==> src/retire_pkg.sv <==
////////////////////////////////////////////////////////////
// Retire datapath widths and vector types
// Execution unit and instruction operation encodings
////////////////////////////////////////////////////////////
package retire_pkg;

    localparam int XLEN      = 32;          // Data, address and pc width
    localparam int TAG_W     = 3;           // Instruction and retire tag width
    localparam int BYTE_EN_W = XLEN / 8;    // One enable per memory byte

    typedef logic [XLEN-1:0]      xlen_t;
    typedef logic [TAG_W-1:0]     tag_t;
    typedef logic [BYTE_EN_W-1:0] byte_en_t;

    // Unit that executed the operation, top 3 bits of iop_e
    typedef enum logic [2:0] {
        ADDER_UNIT   = 3'b000,
        LOGICAL_UNIT = 3'b001,
        SHIFTER_UNIT = 3'b010,
        BRANCH_UNIT  = 3'b011,
        BYPASS_UNIT  = 3'b100,
        MEMORY_UNIT  = 3'b101,
        PRIV_UNIT    = 3'b110
    } exec_unit_e;

    typedef enum logic [5:0] {
        ADD    = 6'b000_000, SUB    = 6'b000_001,
        XOR    = 6'b001_000, OR     = 6'b001_001, AND   = 6'b001_010,
        SLL    = 6'b010_000, SRL    = 6'b010_001,
        BEQ    = 6'b011_000, BNE    = 6'b011_001,
        JAL    = 6'b011_100, JALR   = 6'b011_101,
        NOP    = 6'b100_000, LUI    = 6'b100_001,
        LB     = 6'b101_000, LBU    = 6'b101_001, LH    = 6'b101_010,
        LHU    = 6'b101_011, LW     = 6'b101_100,
        SB     = 6'b101_101, SH     = 6'b101_110, SW    = 6'b101_111,
        ECALL  = 6'b110_000, EBREAK = 6'b110_001, MRET  = 6'b110_010
    } iop_e;

    // Execution unit field of an operation
    function automatic exec_unit_e unit_of(iop_e op);
        return exec_unit_e'(op[5:3]);
    endfunction

endpackage

==> src/priv_pkg.sv <==
////////////////////////////////////////////////////////////
// Machine mode trap definitions
// Exception codes, mcause values, trap and reset addresses
////////////////////////////////////////////////////////////
package priv_pkg;

    import retire_pkg::*;

    // Synchronous exception causes, values as in mcause
    typedef enum logic [3:0] {
        NE                  = 4'd0,     // No exception
        ILLEGAL_INSTRUCTION = 4'd2,
        BREAKPOINT          = 4'd3,
        ECALL_FROM_MMODE    = 4'd11
    } exc_code_e;

    typedef logic [XLEN-1:0] mcause_t;

    // Interrupt flag in the top bit, code 11 for machine external
    localparam mcause_t MCAUSE_EXT_IRQ = {1'b1, 27'd0, 4'd11};

    localparam xlen_t TRAP_VECTOR = 32'h0000_0100;  // Common handler entry
    localparam xlen_t MEPC_RESET  = 32'h0000_0000;

    // Major opcode shared by ECALL, EBREAK and MRET
    localparam logic [6:0] OPCODE_SYSTEM = 7'b111_0011;

endpackage

==> src/commit_if.sv <==
////////////////////////////////////////////////////////////
// Trap events from the retire stage to the trap unit
////////////////////////////////////////////////////////////
interface commit_if;

    import retire_pkg::*;
    import priv_pkg::*;

    // All single cycle levels, valid with the retiring instruction
    logic      raise_exception;     // Synchronous exception taken
    exc_code_e exception_code;      // Cause, NE when no exception
    logic      machine_return;      // MRET retired
    logic      interrupt_ack;       // Pending interrupt taken here
    xlen_t     epc;                 // pc of the retiring instruction

    modport source (
        output raise_exception,
        output exception_code,
        output machine_return,
        output interrupt_ack,
        output epc
    );

    modport sink (
        input raise_exception,
        input exception_code,
        input machine_return,
        input interrupt_ack,
        input epc
    );

endinterface

==> src/load_aligner.sv <==
////////////////////////////////////////////////////////////
// Load formatting: byte and halfword extraction from the
// memory word with sign or zero extension
////////////////////////////////////////////////////////////
module load_aligner (
    input  retire_pkg::iop_e  operation_i,
    input  logic [1:0]        addr_low_i,      // Byte offset inside the word
    input  retire_pkg::xlen_t mem_data_i,      // Whole aligned word from memory
    output retire_pkg::xlen_t load_data_o
);

    import retire_pkg::*;

    logic [7:0]  byte_sel;
    logic [15:0] half_sel;
    logic        is_load_op;
    logic        signed_op;

    // Lane select, little endian
    assign byte_sel = mem_data_i[{addr_low_i, 3'b000} +: 8];
    assign half_sel = mem_data_i[{addr_low_i[1], 4'b0000} +: 16];   // Bit 0 ignored

    assign is_load_op = (unit_of(operation_i) == MEMORY_UNIT);
    assign signed_op  = (operation_i == LB) || (operation_i == LH);

    always_comb begin
        load_data_o = mem_data_i;       // LW, stores and other units pass through
        if (is_load_op) begin
            case (operation_i)
                LB, LBU: begin
                    load_data_o = {{24{signed_op & byte_sel[7]}}, byte_sel};
                end
                LH, LHU: begin
                    load_data_o = {{16{signed_op & half_sel[15]}}, half_sel};
                end
                default: begin
                    load_data_o = mem_data_i;
                end
            endcase
        end
    end

endmodule

==> src/retire_stage.sv <==
////////////////////////////////////////////////////////////
// Retire stage: tag compare and kill, retire tag counter,
// register, memory and jump gating, trap event decode
////////////////////////////////////////////////////////////
module retire_stage (
    input  logic                 clk,
    input  logic                 reset,
    input  retire_pkg::xlen_t    instruction_i,
    input  retire_pkg::xlen_t    pc_i,
    input  retire_pkg::xlen_t    result0_i,             // Write-back or store data
    input  retire_pkg::xlen_t    result1_i,             // Memory address or jump target
    input  retire_pkg::tag_t     tag_i,
    input  retire_pkg::byte_en_t mem_write_enable_i,
    input  logic                 write_enable_i,
    input  logic                 jump_i,                // Taken branch or jump from execute
    input  retire_pkg::iop_e     operation_i,
    input  logic                 exception_i,           // Decode flagged illegal
    input  logic                 interrupt_pending_i,
    input  retire_pkg::xlen_t    load_data_i,           // Formatted load data
    output logic                 regbank_write_enable_o,
    output retire_pkg::xlen_t    regbank_data_o,
    output logic                 jump_o,
    output retire_pkg::xlen_t    jump_target_o,
    output logic                 killed_o,
    output retire_pkg::byte_en_t mem_write_enable_o,
    output retire_pkg::xlen_t    mem_write_address_o,
    output retire_pkg::xlen_t    mem_data_o,
    output retire_pkg::tag_t     current_tag_o,
    commit_if.source             commit
);

    import retire_pkg::*;
    import priv_pkg::*;

    tag_t       curr_tag;       // Tag of the path being retired
    logic       jump_r;         // Jump retired last cycle
    logic       killed;
    logic       store_live;
    exec_unit_e unit;

    // Trap events before they go onto the commit bus
    logic       raise_exc;
    exc_code_e  exc_code;
    logic       mret;
    logic       irq_ack;

    assign unit          = unit_of(operation_i);
    assign current_tag_o = curr_tag;

    ////////////////////////////////////////////////////////////
    // Kill and retire tag
    ////////////////////////////////////////////////////////////

    // Stale path, or the slot right behind a jump
    assign killed   = (tag_i != curr_tag) || jump_r;
    assign killed_o = killed;

    always_ff @(posedge clk) begin
        if (reset) begin
            curr_tag <= '0;
            jump_r   <= 1'b0;
        end else begin
            jump_r <= jump_o;
            // Every redirect opens a new path
            if (jump_o || raise_exc || mret || irq_ack) begin
                curr_tag <= curr_tag + tag_t'(1);
            end
        end
    end

    ////////////////////////////////////////////////////////////
    // Register, jump and memory outputs
    ////////////////////////////////////////////////////////////

    assign regbank_write_enable_o = write_enable_i && !killed;
    assign regbank_data_o         = (unit == MEMORY_UNIT) ? load_data_i : result0_i;

    assign jump_o        = jump_i && !killed;
    assign jump_target_o = jump_o ? result1_i : '0;

    assign store_live          = (mem_write_enable_i != '0) && !killed;
    assign mem_write_enable_o  = store_live ? mem_write_enable_i : '0;
    assign mem_write_address_o = store_live ? result1_i : '0;
    assign mem_data_o          = store_live ? result0_i : '0;

    ////////////////////////////////////////////////////////////
    // Trap events
    ////////////////////////////////////////////////////////////

    always_comb begin
        raise_exc = 1'b0;
        exc_code  = NE;
        mret      = 1'b0;
        irq_ack   = 1'b0;
        if (!killed) begin
            if (exception_i) begin                  // Highest priority
                raise_exc = 1'b1;
                exc_code  = ILLEGAL_INSTRUCTION;
            end else if (operation_i == ECALL) begin
                raise_exc = 1'b1;
                exc_code  = ECALL_FROM_MMODE;
            end else if (operation_i == EBREAK) begin
                raise_exc = 1'b1;
                exc_code  = BREAKPOINT;
            end else if (operation_i == MRET) begin
                mret = 1'b1;
            end else if (interrupt_pending_i) begin
                irq_ack = 1'b1;                     // Taken on a live slot only
            end
        end
    end

    assign commit.raise_exception = raise_exc;
    assign commit.exception_code  = exc_code;
    assign commit.machine_return  = mret;
    assign commit.interrupt_ack   = irq_ack;
    assign commit.epc             = pc_i;

    // Trap unit relies on a single event per cycle
    a_single_event: assert property (@(posedge clk) disable iff (reset)
        $onehot0({raise_exc, mret, irq_ack}))
        else $error("more than one trap event in one cycle");

    a_killed_quiet: assert property (@(posedge clk) disable iff (reset)
        killed |-> !regbank_write_enable_o && (mem_write_enable_o == '0) && !jump_o)
        else $error("killed instruction changed architectural state");

    // Decode and retire must agree on system instructions
    a_system_opcode: assert property (@(posedge clk) disable iff (reset)
        (!killed && unit == PRIV_UNIT) |-> (instruction_i[6:0] == OPCODE_SYSTEM))
        else $error("system operation without SYSTEM opcode");

endmodule

==> src/trap_unit.sv <==
////////////////////////////////////////////////////////////
// Machine mode trap state: mepc and mcause, trap redirect
////////////////////////////////////////////////////////////
module trap_unit (
    input  logic              clk,
    input  logic              reset,
    commit_if.sink            commit,
    output logic              trap_redirect_o,
    output retire_pkg::xlen_t trap_target_o,
    output retire_pkg::xlen_t mepc_o,
    output priv_pkg::mcause_t mcause_o
);

    import retire_pkg::*;
    import priv_pkg::*;

    xlen_t   mepc_q;
    mcause_t mcause_q;
    logic    enter_trap;    // Exception or interrupt, both go to the vector

    assign enter_trap = commit.raise_exception || commit.interrupt_ack;

    always_ff @(posedge clk) begin
        if (reset) begin
            mepc_q   <= MEPC_RESET;
            mcause_q <= '0;
        end else if (commit.raise_exception) begin
            mepc_q   <= commit.epc;                          // Faulting instruction
            mcause_q <= mcause_t'(commit.exception_code);
        end else if (commit.interrupt_ack) begin
            mepc_q   <= commit.epc + xlen_t'(4);             // Instruction itself completed
            mcause_q <= MCAUSE_EXT_IRQ;
        end
    end

    assign trap_redirect_o = enter_trap || commit.machine_return;

    always_comb begin
        if (enter_trap) begin
            trap_target_o = TRAP_VECTOR;
        end else if (commit.machine_return) begin
            trap_target_o = mepc_q;                          // Value before this edge
        end else begin
            trap_target_o = '0;
        end
    end

    assign mepc_o   = mepc_q;
    assign mcause_o = mcause_q;

    a_redirect_one_event: assert property (@(posedge clk) disable iff (reset)
        trap_redirect_o |->
            $onehot({commit.raise_exception, commit.interrupt_ack, commit.machine_return}))
        else $error("trap redirect without exactly one commit event");

endmodule

==> src/retire_top.sv <==
////////////////////////////////////////////////////////////
// Retire top level: retire stage, load aligner, trap unit
////////////////////////////////////////////////////////////
module retire_top (
    input  logic                 clk,
    input  logic                 reset,
    input  retire_pkg::xlen_t    instruction_i,
    input  retire_pkg::xlen_t    pc_i,
    input  retire_pkg::xlen_t    result0_i,
    input  retire_pkg::xlen_t    result1_i,
    input  retire_pkg::tag_t     tag_i,
    input  retire_pkg::byte_en_t mem_write_enable_i,
    input  logic                 write_enable_i,
    input  logic                 jump_i,
    input  retire_pkg::iop_e     operation_i,
    input  logic                 exception_i,
    input  logic                 interrupt_pending_i,
    input  retire_pkg::xlen_t    mem_data_i,            // Load word, same cycle
    output logic                 regbank_write_enable_o,
    output retire_pkg::xlen_t    regbank_data_o,
    output logic                 jump_o,
    output retire_pkg::xlen_t    jump_target_o,
    output logic                 killed_o,
    output retire_pkg::byte_en_t mem_write_enable_o,
    output retire_pkg::xlen_t    mem_write_address_o,
    output retire_pkg::xlen_t    mem_data_o,
    output retire_pkg::tag_t     current_tag_o,
    output logic                 trap_redirect_o,
    output retire_pkg::xlen_t    trap_target_o,
    output retire_pkg::xlen_t    mepc_o,
    output priv_pkg::mcause_t    mcause_o
);

    import retire_pkg::*;

    xlen_t load_data;       // Aligner to write-back mux

    commit_if commit_bus ();

    load_aligner load_aligner_i (
        .operation_i (operation_i),
        .addr_low_i  (result1_i[1:0]),      // Address travels on result1
        .mem_data_i  (mem_data_i),
        .load_data_o (load_data)
    );

    retire_stage retire_stage_i (
        .clk                    (clk),
        .reset                  (reset),
        .instruction_i          (instruction_i),
        .pc_i                   (pc_i),
        .result0_i              (result0_i),
        .result1_i              (result1_i),
        .tag_i                  (tag_i),
        .mem_write_enable_i     (mem_write_enable_i),
        .write_enable_i         (write_enable_i),
        .jump_i                 (jump_i),
        .operation_i            (operation_i),
        .exception_i            (exception_i),
        .interrupt_pending_i    (interrupt_pending_i),
        .load_data_i            (load_data),
        .regbank_write_enable_o (regbank_write_enable_o),
        .regbank_data_o         (regbank_data_o),
        .jump_o                 (jump_o),
        .jump_target_o          (jump_target_o),
        .killed_o               (killed_o),
        .mem_write_enable_o     (mem_write_enable_o),
        .mem_write_address_o    (mem_write_address_o),
        .mem_data_o             (mem_data_o),
        .current_tag_o          (current_tag_o),
        .commit                 (commit_bus.source)
    );

    trap_unit trap_unit_i (
        .clk             (clk),
        .reset           (reset),
        .commit          (commit_bus.sink),
        .trap_redirect_o (trap_redirect_o),
        .trap_target_o   (trap_target_o),
        .mepc_o          (mepc_o),
        .mcause_o        (mcause_o)
    );

endmodule

==> config.mk <==
export PLATFORM = sky130hd
export DESIGN_NAME = retire_top
export DESIGN_NICKNAME = d
export VERILOG_FILES = /design/src/retire_pkg.sv /design/src/priv_pkg.sv /design/src/commit_if.sv /design/src/load_aligner.sv /design/src/retire_stage.sv /design/src/trap_unit.sv /design/src/retire_top.sv
export SDC_FILE = /design/constraint.sdc
export NUM_CORES = 1
export LEC_CHECK = 0
export BUFFER_PORTS_ARGS = -buffer_cell sky130_fd_sc_hd__buf_2
export CAP_MARGIN = 20
export CORE_AREA = 2 2 162 164
export CTS_CLUSTER_DIAMETER = 150
export DETAILED_ROUTE_END_ITERATION = 10
export DIE_AREA = 0 0 164 166
export SYNTH_ARGS = -nofsm -noshare
export SYNTH_HDL_FRONTEND = slang
export SYNTH_HIERARCHICAL = 1
export SYNTH_SLANG_ARGS = --single-unit
==> constraint.sdc <==
create_clock -name clk -period 2.65 [get_ports clk]
set_clock_uncertainty 0.2 [all_clocks]
set_input_delay 0 -clock clk [delete_from_list [all_inputs] [get_ports clk]]
set_output_delay 0 -clock clk [all_outputs]
set_load 0.02 [all_outputs]
==> results.py, run 1 <==
metrics = {
    "worst_setup_path": {
        "worst_reg_to_reg_path_cell_count": 9,
        "start_kind": "flop",
        "crit_path_max_fanout": 5,
        "worstReg2RegEnd": "trap_unit_i/mepc_o[23]",
        "worstPathCellList": "xor2_2 > nor4_4 > inv_4 > a21oi_4 > nand3b_1 > or3_4 > buf_4 > or4_1 > a311oi_1",
        "cp-end-kind": "flop",
        "worst_r2r_startpoint": "retire_stage_i/current_tag_o[0]",
        "critical_path_required_ns": 2.64,
        "reg2reg_slack_ns": 0.08,
        "worst_path_arrival_ns": 2.56,
        "crit_slowest_cell": "sky130_fd_sc_hd__or4_1",
        "cp_slowest_stage_delay_ns": 0.50,
        "critPathKind": "reg -> reg",
    },
    "floorplan": {
        "fp.dieArea_sq_mm": 0.0272,
        "ioPinCount": 414,
        "start_util": 0.180,
        "fp.dieW_um": 164,
        "rows": 59,
        "core_area_sq_mm": 0.0256,
        "dieHeight_um": 166,
    },
    "cells_and_area": {
        "layout.nets": 1167,
        "flow.area_growth_from_synthesis_pct": 56.8,
        "final_core_util": 0.282,
        "drive_gt1_frac": 0.476,
        "stdcell_area_sq_mm": 0.00723,
    },
    "pwr": {
        "power_density_mw_per_mm2": 302,
        "totalPowerFinal_mw": 2.18,
        "ir_worst_vdd_v": 0.000206,
        "power.leakage_nw": 3.89,
    },
    "sta": {
        "rsz_0062_raised_after_global_routing": "no",
        "final.min_clock_period_ns": 2.57,
        "layout_worst_path_cycle_share": 0.970,
        "timing.slew.headroom": 0.458,
        "worst-slew-pin-transition_ns": 0.814,
        "drv_slew": 0,
        "fmax_mhz": 389,
        "setup_viol": 0,
        "timing.hold.ws_ns": 0.0591,
        "hold_violations": 0,
        "final_worst_slack_ns": 0.0803,
    },
    "hold_path": {
        "worst_hold_startpoint": "operation_i[0]",
        "hold_class": "in -> reg",
        "holdPathEnd": "trap_unit_i/mcause_o[3]",
        "holdPathStages": 4,
    },
    "grt": {
        "grt_max_degree": 65,
        "grt_first_pass_wirelength_um": 32000,
        "grt.total_usage": 0.150,
        "antenna_found_initial": 3,
        "grt_pass1_vias": 5497,
        "grt_overflow": 0,
    },
    "routing": {
        "detailroute.via_count": 5842,
        "final_antenna_net_count": 0,
        "vias_per_cell": 4.42,
        "wl_um": 21800,
        "drt_drc_violations_left": 0,
        "first_iter_violations": 350,
        "detail_routed_net_length_per_standard_cell_um": 16.5,
        "first_pass_iters": 4,
    },
    "place": {
        "place.detailed.hpwl_um": 18000,
        "placement.cell_area_sq_mm": 0.00664,
        "count_of_input_and_output_buffers": 354,
        "post-place-ws_ns": -0.211,
        "gp_congestion": 0.911,
    },
    "logic_synthesis": {
        "synth_flop_cell": "sky130_fd_sc_hd__dfxtp_1",
        "synthesis.instances": 630,
        "synth_edf_count": 0,
        "yosys_warn_count": 6,
        "synth_async_sr_flop_share": 0,
        "ys_seq_area_frac": 0.178,
        "synthesis.area_per_instance_sq_um": 7.32,
        "synth.ff_latch_count": 41,
        "syn-cell-area_sq_mm": 0.00461,
        "yosysUniqueCellTypes": 56,
    },
    "cts": {
        "clk_pin_slew_ns": 0.06,
        "clkSinkCount": 41,
        "cts_tree": "done",
        "clock_tree.htree_level_count": 2,
        "clock_path_buffers": 2,
        "cts_inserted_buffers": 5,
        "clock_insertion_delay_at_the_later_pin_of_the_skew_report_ns": 0.28,
        "clock-root-buffer": "sky130_fd_sc_hd__clkbuf_16",
    },
    "run_status": {
        "outcome": "completed",
    },
    "job": {
        "maxCapViolations": 0,
    },
}
[cell usage after synthesis (2+ instances only)]
cell / number / area share
sky130_fd_sc_hd__a221o_1: 7 / 0.015
sky130_fd_sc_hd__and3_1: 65 / 0.088
sky130_fd_sc_hd__nor2_1: 57 / 0.046
sky130_fd_sc_hd__nand3b_1: 3 / 0.0049
sky130_fd_sc_hd__xnor2_1: 10 / 0.019
sky130_fd_sc_hd__dfxtp_1: 41 / 0.18
sky130_fd_sc_hd__or3_1: 8 / 0.011
sky130_fd_sc_hd__nor3_1: 11 / 0.012
sky130_fd_sc_hd__nand4_1: 6 / 0.0081
sky130_fd_sc_hd__and2_1: 73 / 0.099
sky130_fd_sc_hd__clkbuf_1: 36 / 0.029
sky130_fd_sc_hd__a311oi_1: 15 / 0.029
sky130_fd_sc_hd__a2111oi_0: 2 / 0.0038
sky130_fd_sc_hd__nor3b_1: 2 / 0.0033
sky130_fd_sc_hd__buf_2: 4 / 0.0043
sky130_fd_sc_hd__a211oi_1: 14 / 0.023
sky130_fd_sc_hd__conb_1: 2 / 0.0016
sky130_fd_sc_hd__buf_1: 3 / 0.0024
sky130_fd_sc_hd__o31ai_1: 7 / 0.011
sky130_fd_sc_hd__or4_1: 9 / 0.015
sky130_fd_sc_hd__o21ai_0: 7 / 0.0076
sky130_fd_sc_hd__mux2_2: 40 / 0.098
sky130_fd_sc_hd__o22ai_1: 8 / 0.011
sky130_fd_sc_hd__inv_1: 10 / 0.0081
sky130_fd_sc_hd__buf_4: 60 / 0.098
sky130_fd_sc_hd__mux2i_1: 2 / 0.0043
sky130_fd_sc_hd__nand2_1: 54 / 0.044
sky130_fd_sc_hd__or2_2: 2 / 0.0027
sky130_fd_sc_hd__nor4_1: 9 / 0.012
sky130_fd_sc_hd__nand3_1: 8 / 0.0087
sky130_fd_sc_hd__a21oi_1: 22 / 0.024
sky130_fd_sc_hd__xor2_1: 3 / 0.0057
sky130_fd_sc_hd__and4_1: 5 / 0.0095
sky130_fd_sc_hd__nand2b_1: 2 / 0.0027
sky130_fd_sc_hd__ha_1: 2 / 0.0054
[state kept, by name, indices dropped and copies added, names as in the netlist]
name,count
retire_stage_i/current_tag_o,3
retire_stage_i/jump_r,1
trap_unit_i/mcause_o,5
trap_unit_i/mepc_o,32
[per-stage QoR]
step	TNS, ns	cells
floorplan	-0.408	656
global placement	-0.280	1276
detailed placement	-0.450	1276
CTS	0	1320
global route	0	1323
finish	0	1323
[area by class of cell]
cell class                      count  area (sq um)
Inverter                           11          43.8
Antenna cell                        2          5.00
Fill cell                        2840         18400
Timing Repair Buffer              428          2480
Clock buffer                        6           129
Clock inverter                      1          5.00
Tap cell                          335           419
Sequential cell                    41           832
Multi-Input combinational cell    499          3310
[layer usage]
layer	wire length, um	global-route usage	share of wire
met5	13	0	0.00060
met3	1410	0.0192	0.065
met1	9020	0.182	0.41
met2	11000	0.273	0.50
met4	363	0.0461	0.017
[power by group]
part | leakage, nW | switching, mW | internal [mW] | total [mW]
Combinational | 3.48 | 0.545 | 0.374 | 0.919
Clock | 0.0667 | 0.244 | 0.343 | 0.586
Sequential | 0.336 | 0.0294 | 0.647 | 0.676
Total | 3.89 | 0.818 | 1.36 | 2.18
[repair_timing]
action	CTS	global route
hold buffers	35	0
gates resized for setup	4	12
endpoints found under the setup margin	32	42
pin swaps	1	7
setup buffers	2	2
hold endpoints to repair	36	0
[worst max-delay path by stage]
| stage | start | endpoint | slack [ns] | cells after the start |
|---|---|---|---|---|
| after global routing | retire_stage_i/current_tag_o[0] | trap_unit_i/mepc_o[18] | 0.004 | 9 |
| after detailed placement | operation_i[3] | trap_unit_i/mepc_o[28] | -0.21 | 10 |
| after floorplan | retire_stage_i/current_tag_o[2] | trap_unit_i/mepc_o[10] | -0.04 | 10 |
| final | retire_stage_i/current_tag_o[0] | trap_unit_i/mepc_o[23] | 0.08 | 9 |
| after CTS | retire_stage_i/current_tag_o[2] | trap_target_o[27] | 0.009 | 10 |
| after global placement | operation_i[5] | trap_unit_i/mepc_o[30] | -0.15 | 10 |
[cells in the final DEF (no fill, tap or decap), types with 10 or more instances in the layout]
cell,instances
sky130_fd_sc_hd__nor3_1,10
sky130_fd_sc_hd__xnor2_1,10
sky130_fd_sc_hd__inv_1,10
sky130_fd_sc_hd__a211oi_1,14
sky130_fd_sc_hd__and2_1,73
sky130_fd_sc_hd__buf_2,353
sky130_fd_sc_hd__conb_1,28
sky130_fd_sc_hd__nand2_1,53
sky130_fd_sc_hd__and3_1,65
sky130_fd_sc_hd__a21oi_1,21
sky130_fd_sc_hd__dfxtp_1,38
sky130_fd_sc_hd__dlygate4sd3_1,35
sky130_fd_sc_hd__mux2_2,40
sky130_fd_sc_hd__buf_4,32
sky130_fd_sc_hd__a311oi_1,14
sky130_fd_sc_hd__nor2_1,55
[cell families (layout without fill, tap and decap cells)]
logic type               Yosys count  count (layout)  share of synthesized area
flip-flops                        41              41                      0.178
AND/OR/NAND/NOR                  324             324                      0.398
AO/OA/AOI/OAI                     89              89                      0.138
adder cells (fa/ha/maj)            2               2                    0.00543
other                              2              30                    0.00163
XOR/XNOR                          13              13                     0.0247
multiplexers                      43              43                      0.107
buffers and inverters            116             446                      0.147
[critical path: cells and delay by family (launching register included)]
family,cells,cell delay [ns]
compound gates,2,0.29
flops,1,0.37
simple gates,4,1.21
xor+xnor,1,0.18
buf+inv,2,0.22
No activity file was read; power rests on OpenSTA's default activity.
==> run 2, diff against run 1 <==
- ABC_AREA: not set -> 1
- clock period: 2.65 -> 2.1 ns (I/O delays scaled with it)
==> results.py, run 2 <==
metrics = {
    "pwr": {
        "pwr-share-clk": 0.247,
        "internal_mw": 1.93,
        "ir_worst_vdd_v": 0.000384,
        "power.combinational.fraction": 0.494,
        "power.share.sequential": 0.259,
        "netSwitchingPower_mw": 1.38,
        "p_sw_frac": 0.417,
        "power_density_mw_per_mm2": 386,
        "power.leakage_nw": 4.79,
    },
    "routing": {
        "final_antenna_net_count": 0,
        "vias_per_cell": 4.30,
        "first_pass_iters": 5,
        "first_iter_violations": 393,
        "detail_routed_net_length_per_standard_cell_um": 15.1,
        "wirelength_met1_um": 9880,
        "highest_layer_used_for_signal_routing": "met4",
        "drt_drc_violations_left": 0,
        "wl_um": 24900,
        "routed-wl-met2_um": 12300,
        "detailroute.via_count": 7088,
        "routed_length_on_met3_um": 1750,
    },
    "cells_and_area": {
        "max_ffs_per_register": 32,
        "layout.nets": 1493,
        "final_core_util": 0.336,
        "final-instance-count-excl-fill": 1648,
        "antenna-diode-count": 0,
        "flow.area_growth_from_synthesis_pct": 72.5,
        "stdcell_area_sq_mm": 0.00860,
        "mostFrequentLayoutCells": "sky130_fd_sc_hd__buf_2 (319), sky130_fd_sc_hd__nand2_1 (168), sky130_fd_sc_hd__nor2_1 (167)",
        "mostFrequentLayoutCell": "sky130_fd_sc_hd__buf_2",
        "drive_gt1_frac": 0.451,
    },
    "place": {
        "placement.cell_area_sq_mm": 0.00704,
        "gp_congestion": 0.928,
        "count_of_input_and_output_buffers": 354,
        "post-place-ws_ns": 0.0517,
        "place.detailed.hpwl_um": 19000,
        "number_of_placed_instances_with_taps_included": 1573,
    },
    "worst_setup_path": {
        "critPathKind": "reg -> out",
        "worst_path_arrival_ns": 2.02,
        "critical_path_required_ns": 1.90,
        "crit_path_max_fanout": 6,
        "start_kind": "flop",
        "cp_slowest_stage_delay_ns": 0.35,
        "crit_slowest_cell": "sky130_fd_sc_hd__dfxtp_2",
        "reg2reg_slack_ns": -0.03,
        "worstPathCellList": "inv_2 > nand2_1 > nand2_1 > nand2_2 > nor2_4 > buf_6 > nand3_4 > inv_4 > nor2_4 > buf_12 > clkbuf_16 > nand2_4 > nor2_1 > buf_4",
        "cp-end-kind": "output port",
    },
    "sta": {
        "drv_slew": 0,
        "fmax_mhz": 450,
        "rsz_0062_raised_after_global_routing": "yes",
        "hold_violations": 0,
        "final_worst_slack_ns": -0.124,
        "setup_viol": 15,
        "final.min_clock_period_ns": 2.22,
        "layout_worst_path_cycle_share": 1.06,
    },
    "logic_synthesis": {
        "yosys.area.top_type_share": 0.165,
        "synth_top_cells_by_count": "sky130_fd_sc_hd__nand2_1 (190), sky130_fd_sc_hd__nor2_1 (190), sky130_fd_sc_hd__inv_1 (133)",
        "yosys_warn_count": 6,
        "synth_edf_count": 0,
        "synth.ff_latch_count": 41,
        "yosysUniqueCellTypes": 37,
        "syn-cell-area_sq_mm": 0.00498,
        "synthTopCellsByArea": "sky130_fd_sc_hd__dfxtp_1 (16%), sky130_fd_sc_hd__nand2_1 (14%), sky130_fd_sc_hd__nor2_1 (14%)",
        "synthesis.area_per_instance_sq_um": 5.43,
        "synth_async_sr_flop_share": 0,
        "synth_flop_cell": "sky130_fd_sc_hd__dfxtp_1",
        "synthesis.instances": 917,
        "ys_seq_area_frac": 0.165,
        "post-synth-top-area-cell": "sky130_fd_sc_hd__dfxtp_1",
    },
    "cts": {
        "clock_insertion_delay_at_the_later_pin_of_the_skew_report_ns": 0.29,
        "clock-root-buffer": "sky130_fd_sc_hd__clkbuf_16",
        "cts_inserted_buffers": 5,
        "cts_tree": "done",
        "clk_pin_slew_ns": 0.07,
        "clkSinkCount": 41,
        "clock_path_buffers": 2,
        "clock_tree.htree_level_count": 2,
    },
    "grt": {
        "grt_first_pass_wirelength_um": 35700,
        "grt.total_usage": 0.165,
        "grt_overflow": 0,
        "grt_max_degree": 47,
        "grt_pass1_vias": 6574,
        "antenna_found_initial": 2,
    },
    "floorplan": {
        "ioPinCount": 414,
        "core_area_sq_mm": 0.0256,
        "fp.dieArea_sq_mm": 0.0272,
        "rows": 59,
        "start_util": 0.195,
        "dieHeight_um": 166,
        "fp.dieW_um": 164,
    },
    "job": {
        "maxCapViolations": 0,
    },
    "run_status": {
        "violations": "negative setup slack",
        "outcome": "finished, violations left",
    },
    "hold_path": {
        "hold_class": "in -> reg",
    },
}
-- run 2: changes by cell type after synthesis, moves of 16 or more --
| cell | delta |
|---|---|
| sky130_fd_sc_hd__mux2_2 | -40 |
| sky130_fd_sc_hd__inv_1 | +123 |
| sky130_fd_sc_hd__nor2_1 | +133 |
| sky130_fd_sc_hd__and3_1 | -64 |
| sky130_fd_sc_hd__nand2_1 | +136 |
| sky130_fd_sc_hd__a21oi_1 | +51 |
| sky130_fd_sc_hd__nor2_2 | +37 |
| sky130_fd_sc_hd__clkbuf_1 | -16 |
| sky130_fd_sc_hd__nand3_1 | +62 |
| sky130_fd_sc_hd__and2_1 | -73 |
-- run 2: per-layer routing --
metal | up-vias | track usage
met5 | - | 0
met3 | 52 | 0.0292
met2 | 316 | 0.296
met1 | 3204 | 0.194
met4 | 0 | 0.0580
li1 | 3516 | -
-- run 2: worst max-delay path: cells and delay by family, from the launching register on --
| family | cells | cell delay [ns] |
|---|---|---|
| and+or+nand+nor | 8 | 0.70 |
| buffers and inverters | 6 | 0.68 |
| DFF | 1 | 0.35 |
-- run 2: power groups by stage --
stage | Clock (mW) | Combinational (mW) | Sequential (mW)
final | 0.820 | 1.64 | 0.858
after global routing | 0.862 | 1.77 | 0.864
after CTS | 0.832 | 1.51 | 0.853
after detailed placement | 0 | 1.36 | 0.867
after global placement | 0 | 1.35 | 0.868
after floorplan | 0 | 0.836 | 0.924
-- run 2: worst paths after layout --
kind	from	endpoint	cells after the start
worst max-delay path	retire_stage_i/current_tag_o[2]	trap_target_o[21]	14
worst min register to register	trap_unit_i/mcause_o[2]	trap_unit_i/mcause_o[2]	2
worst min-delay path	pc_i[9]	trap_unit_i/mepc_o[9]	4
worst max register to register	retire_stage_i/current_tag_o[2]	trap_unit_i/mepc_o[2]	15
-- run 2: layout make-up --
type                    instances  area [sq um]
fillers                      2812         17000
repair buffers                461          3140
inverters                     135           523
flip-flops and latches         41           825
clock buffers                   6           139
multi-input cells             668          3540
well taps                     335           419
clock inverters                 2          13.8
-- run 2: repair_timing --
item                       in CTS  in global routing
setup endpoints to repair      32                128
cloned                          3                  5
resized for setup              46                155
setup buffers                   8                 17
pin swaps                       7                 31
hold buffers                   35                  1
hold endpoints to repair       34                  1
-- run 2: stage by stage --
stage / setup TNS [ns] / hold WS, ns / total power [mW]
2_1_floorplan: -0.0772 / -0.128 / 1.76
6_report: -0.384 / 0.0311 / 3.32
4_1_cts: -0.506 / 0.00427 / 3.20
3_3_place_gp: 0 / 0.0569 / 2.22
5_1_grt: -7.16 / 0.0634 / 3.50
3_5_place_dp: 0 / 0.0607 / 2.22
-- run 2: logic make-up (layout without fill, tap and decap cells) --
kind of cell / after synthesis / after routing / share of synthesized area
xor+xnor: 4 / 4 / 0.00703
compound gates: 109 / 109 / 0.119
flops: 41 / 41 / 0.165
buf+inv: 234 / 604 / 0.237
simple gates: 525 / 525 / 0.466
fa+ha+maj: 2 / 2 / 0.00502
other cells: 2 / 28 / 0.00151
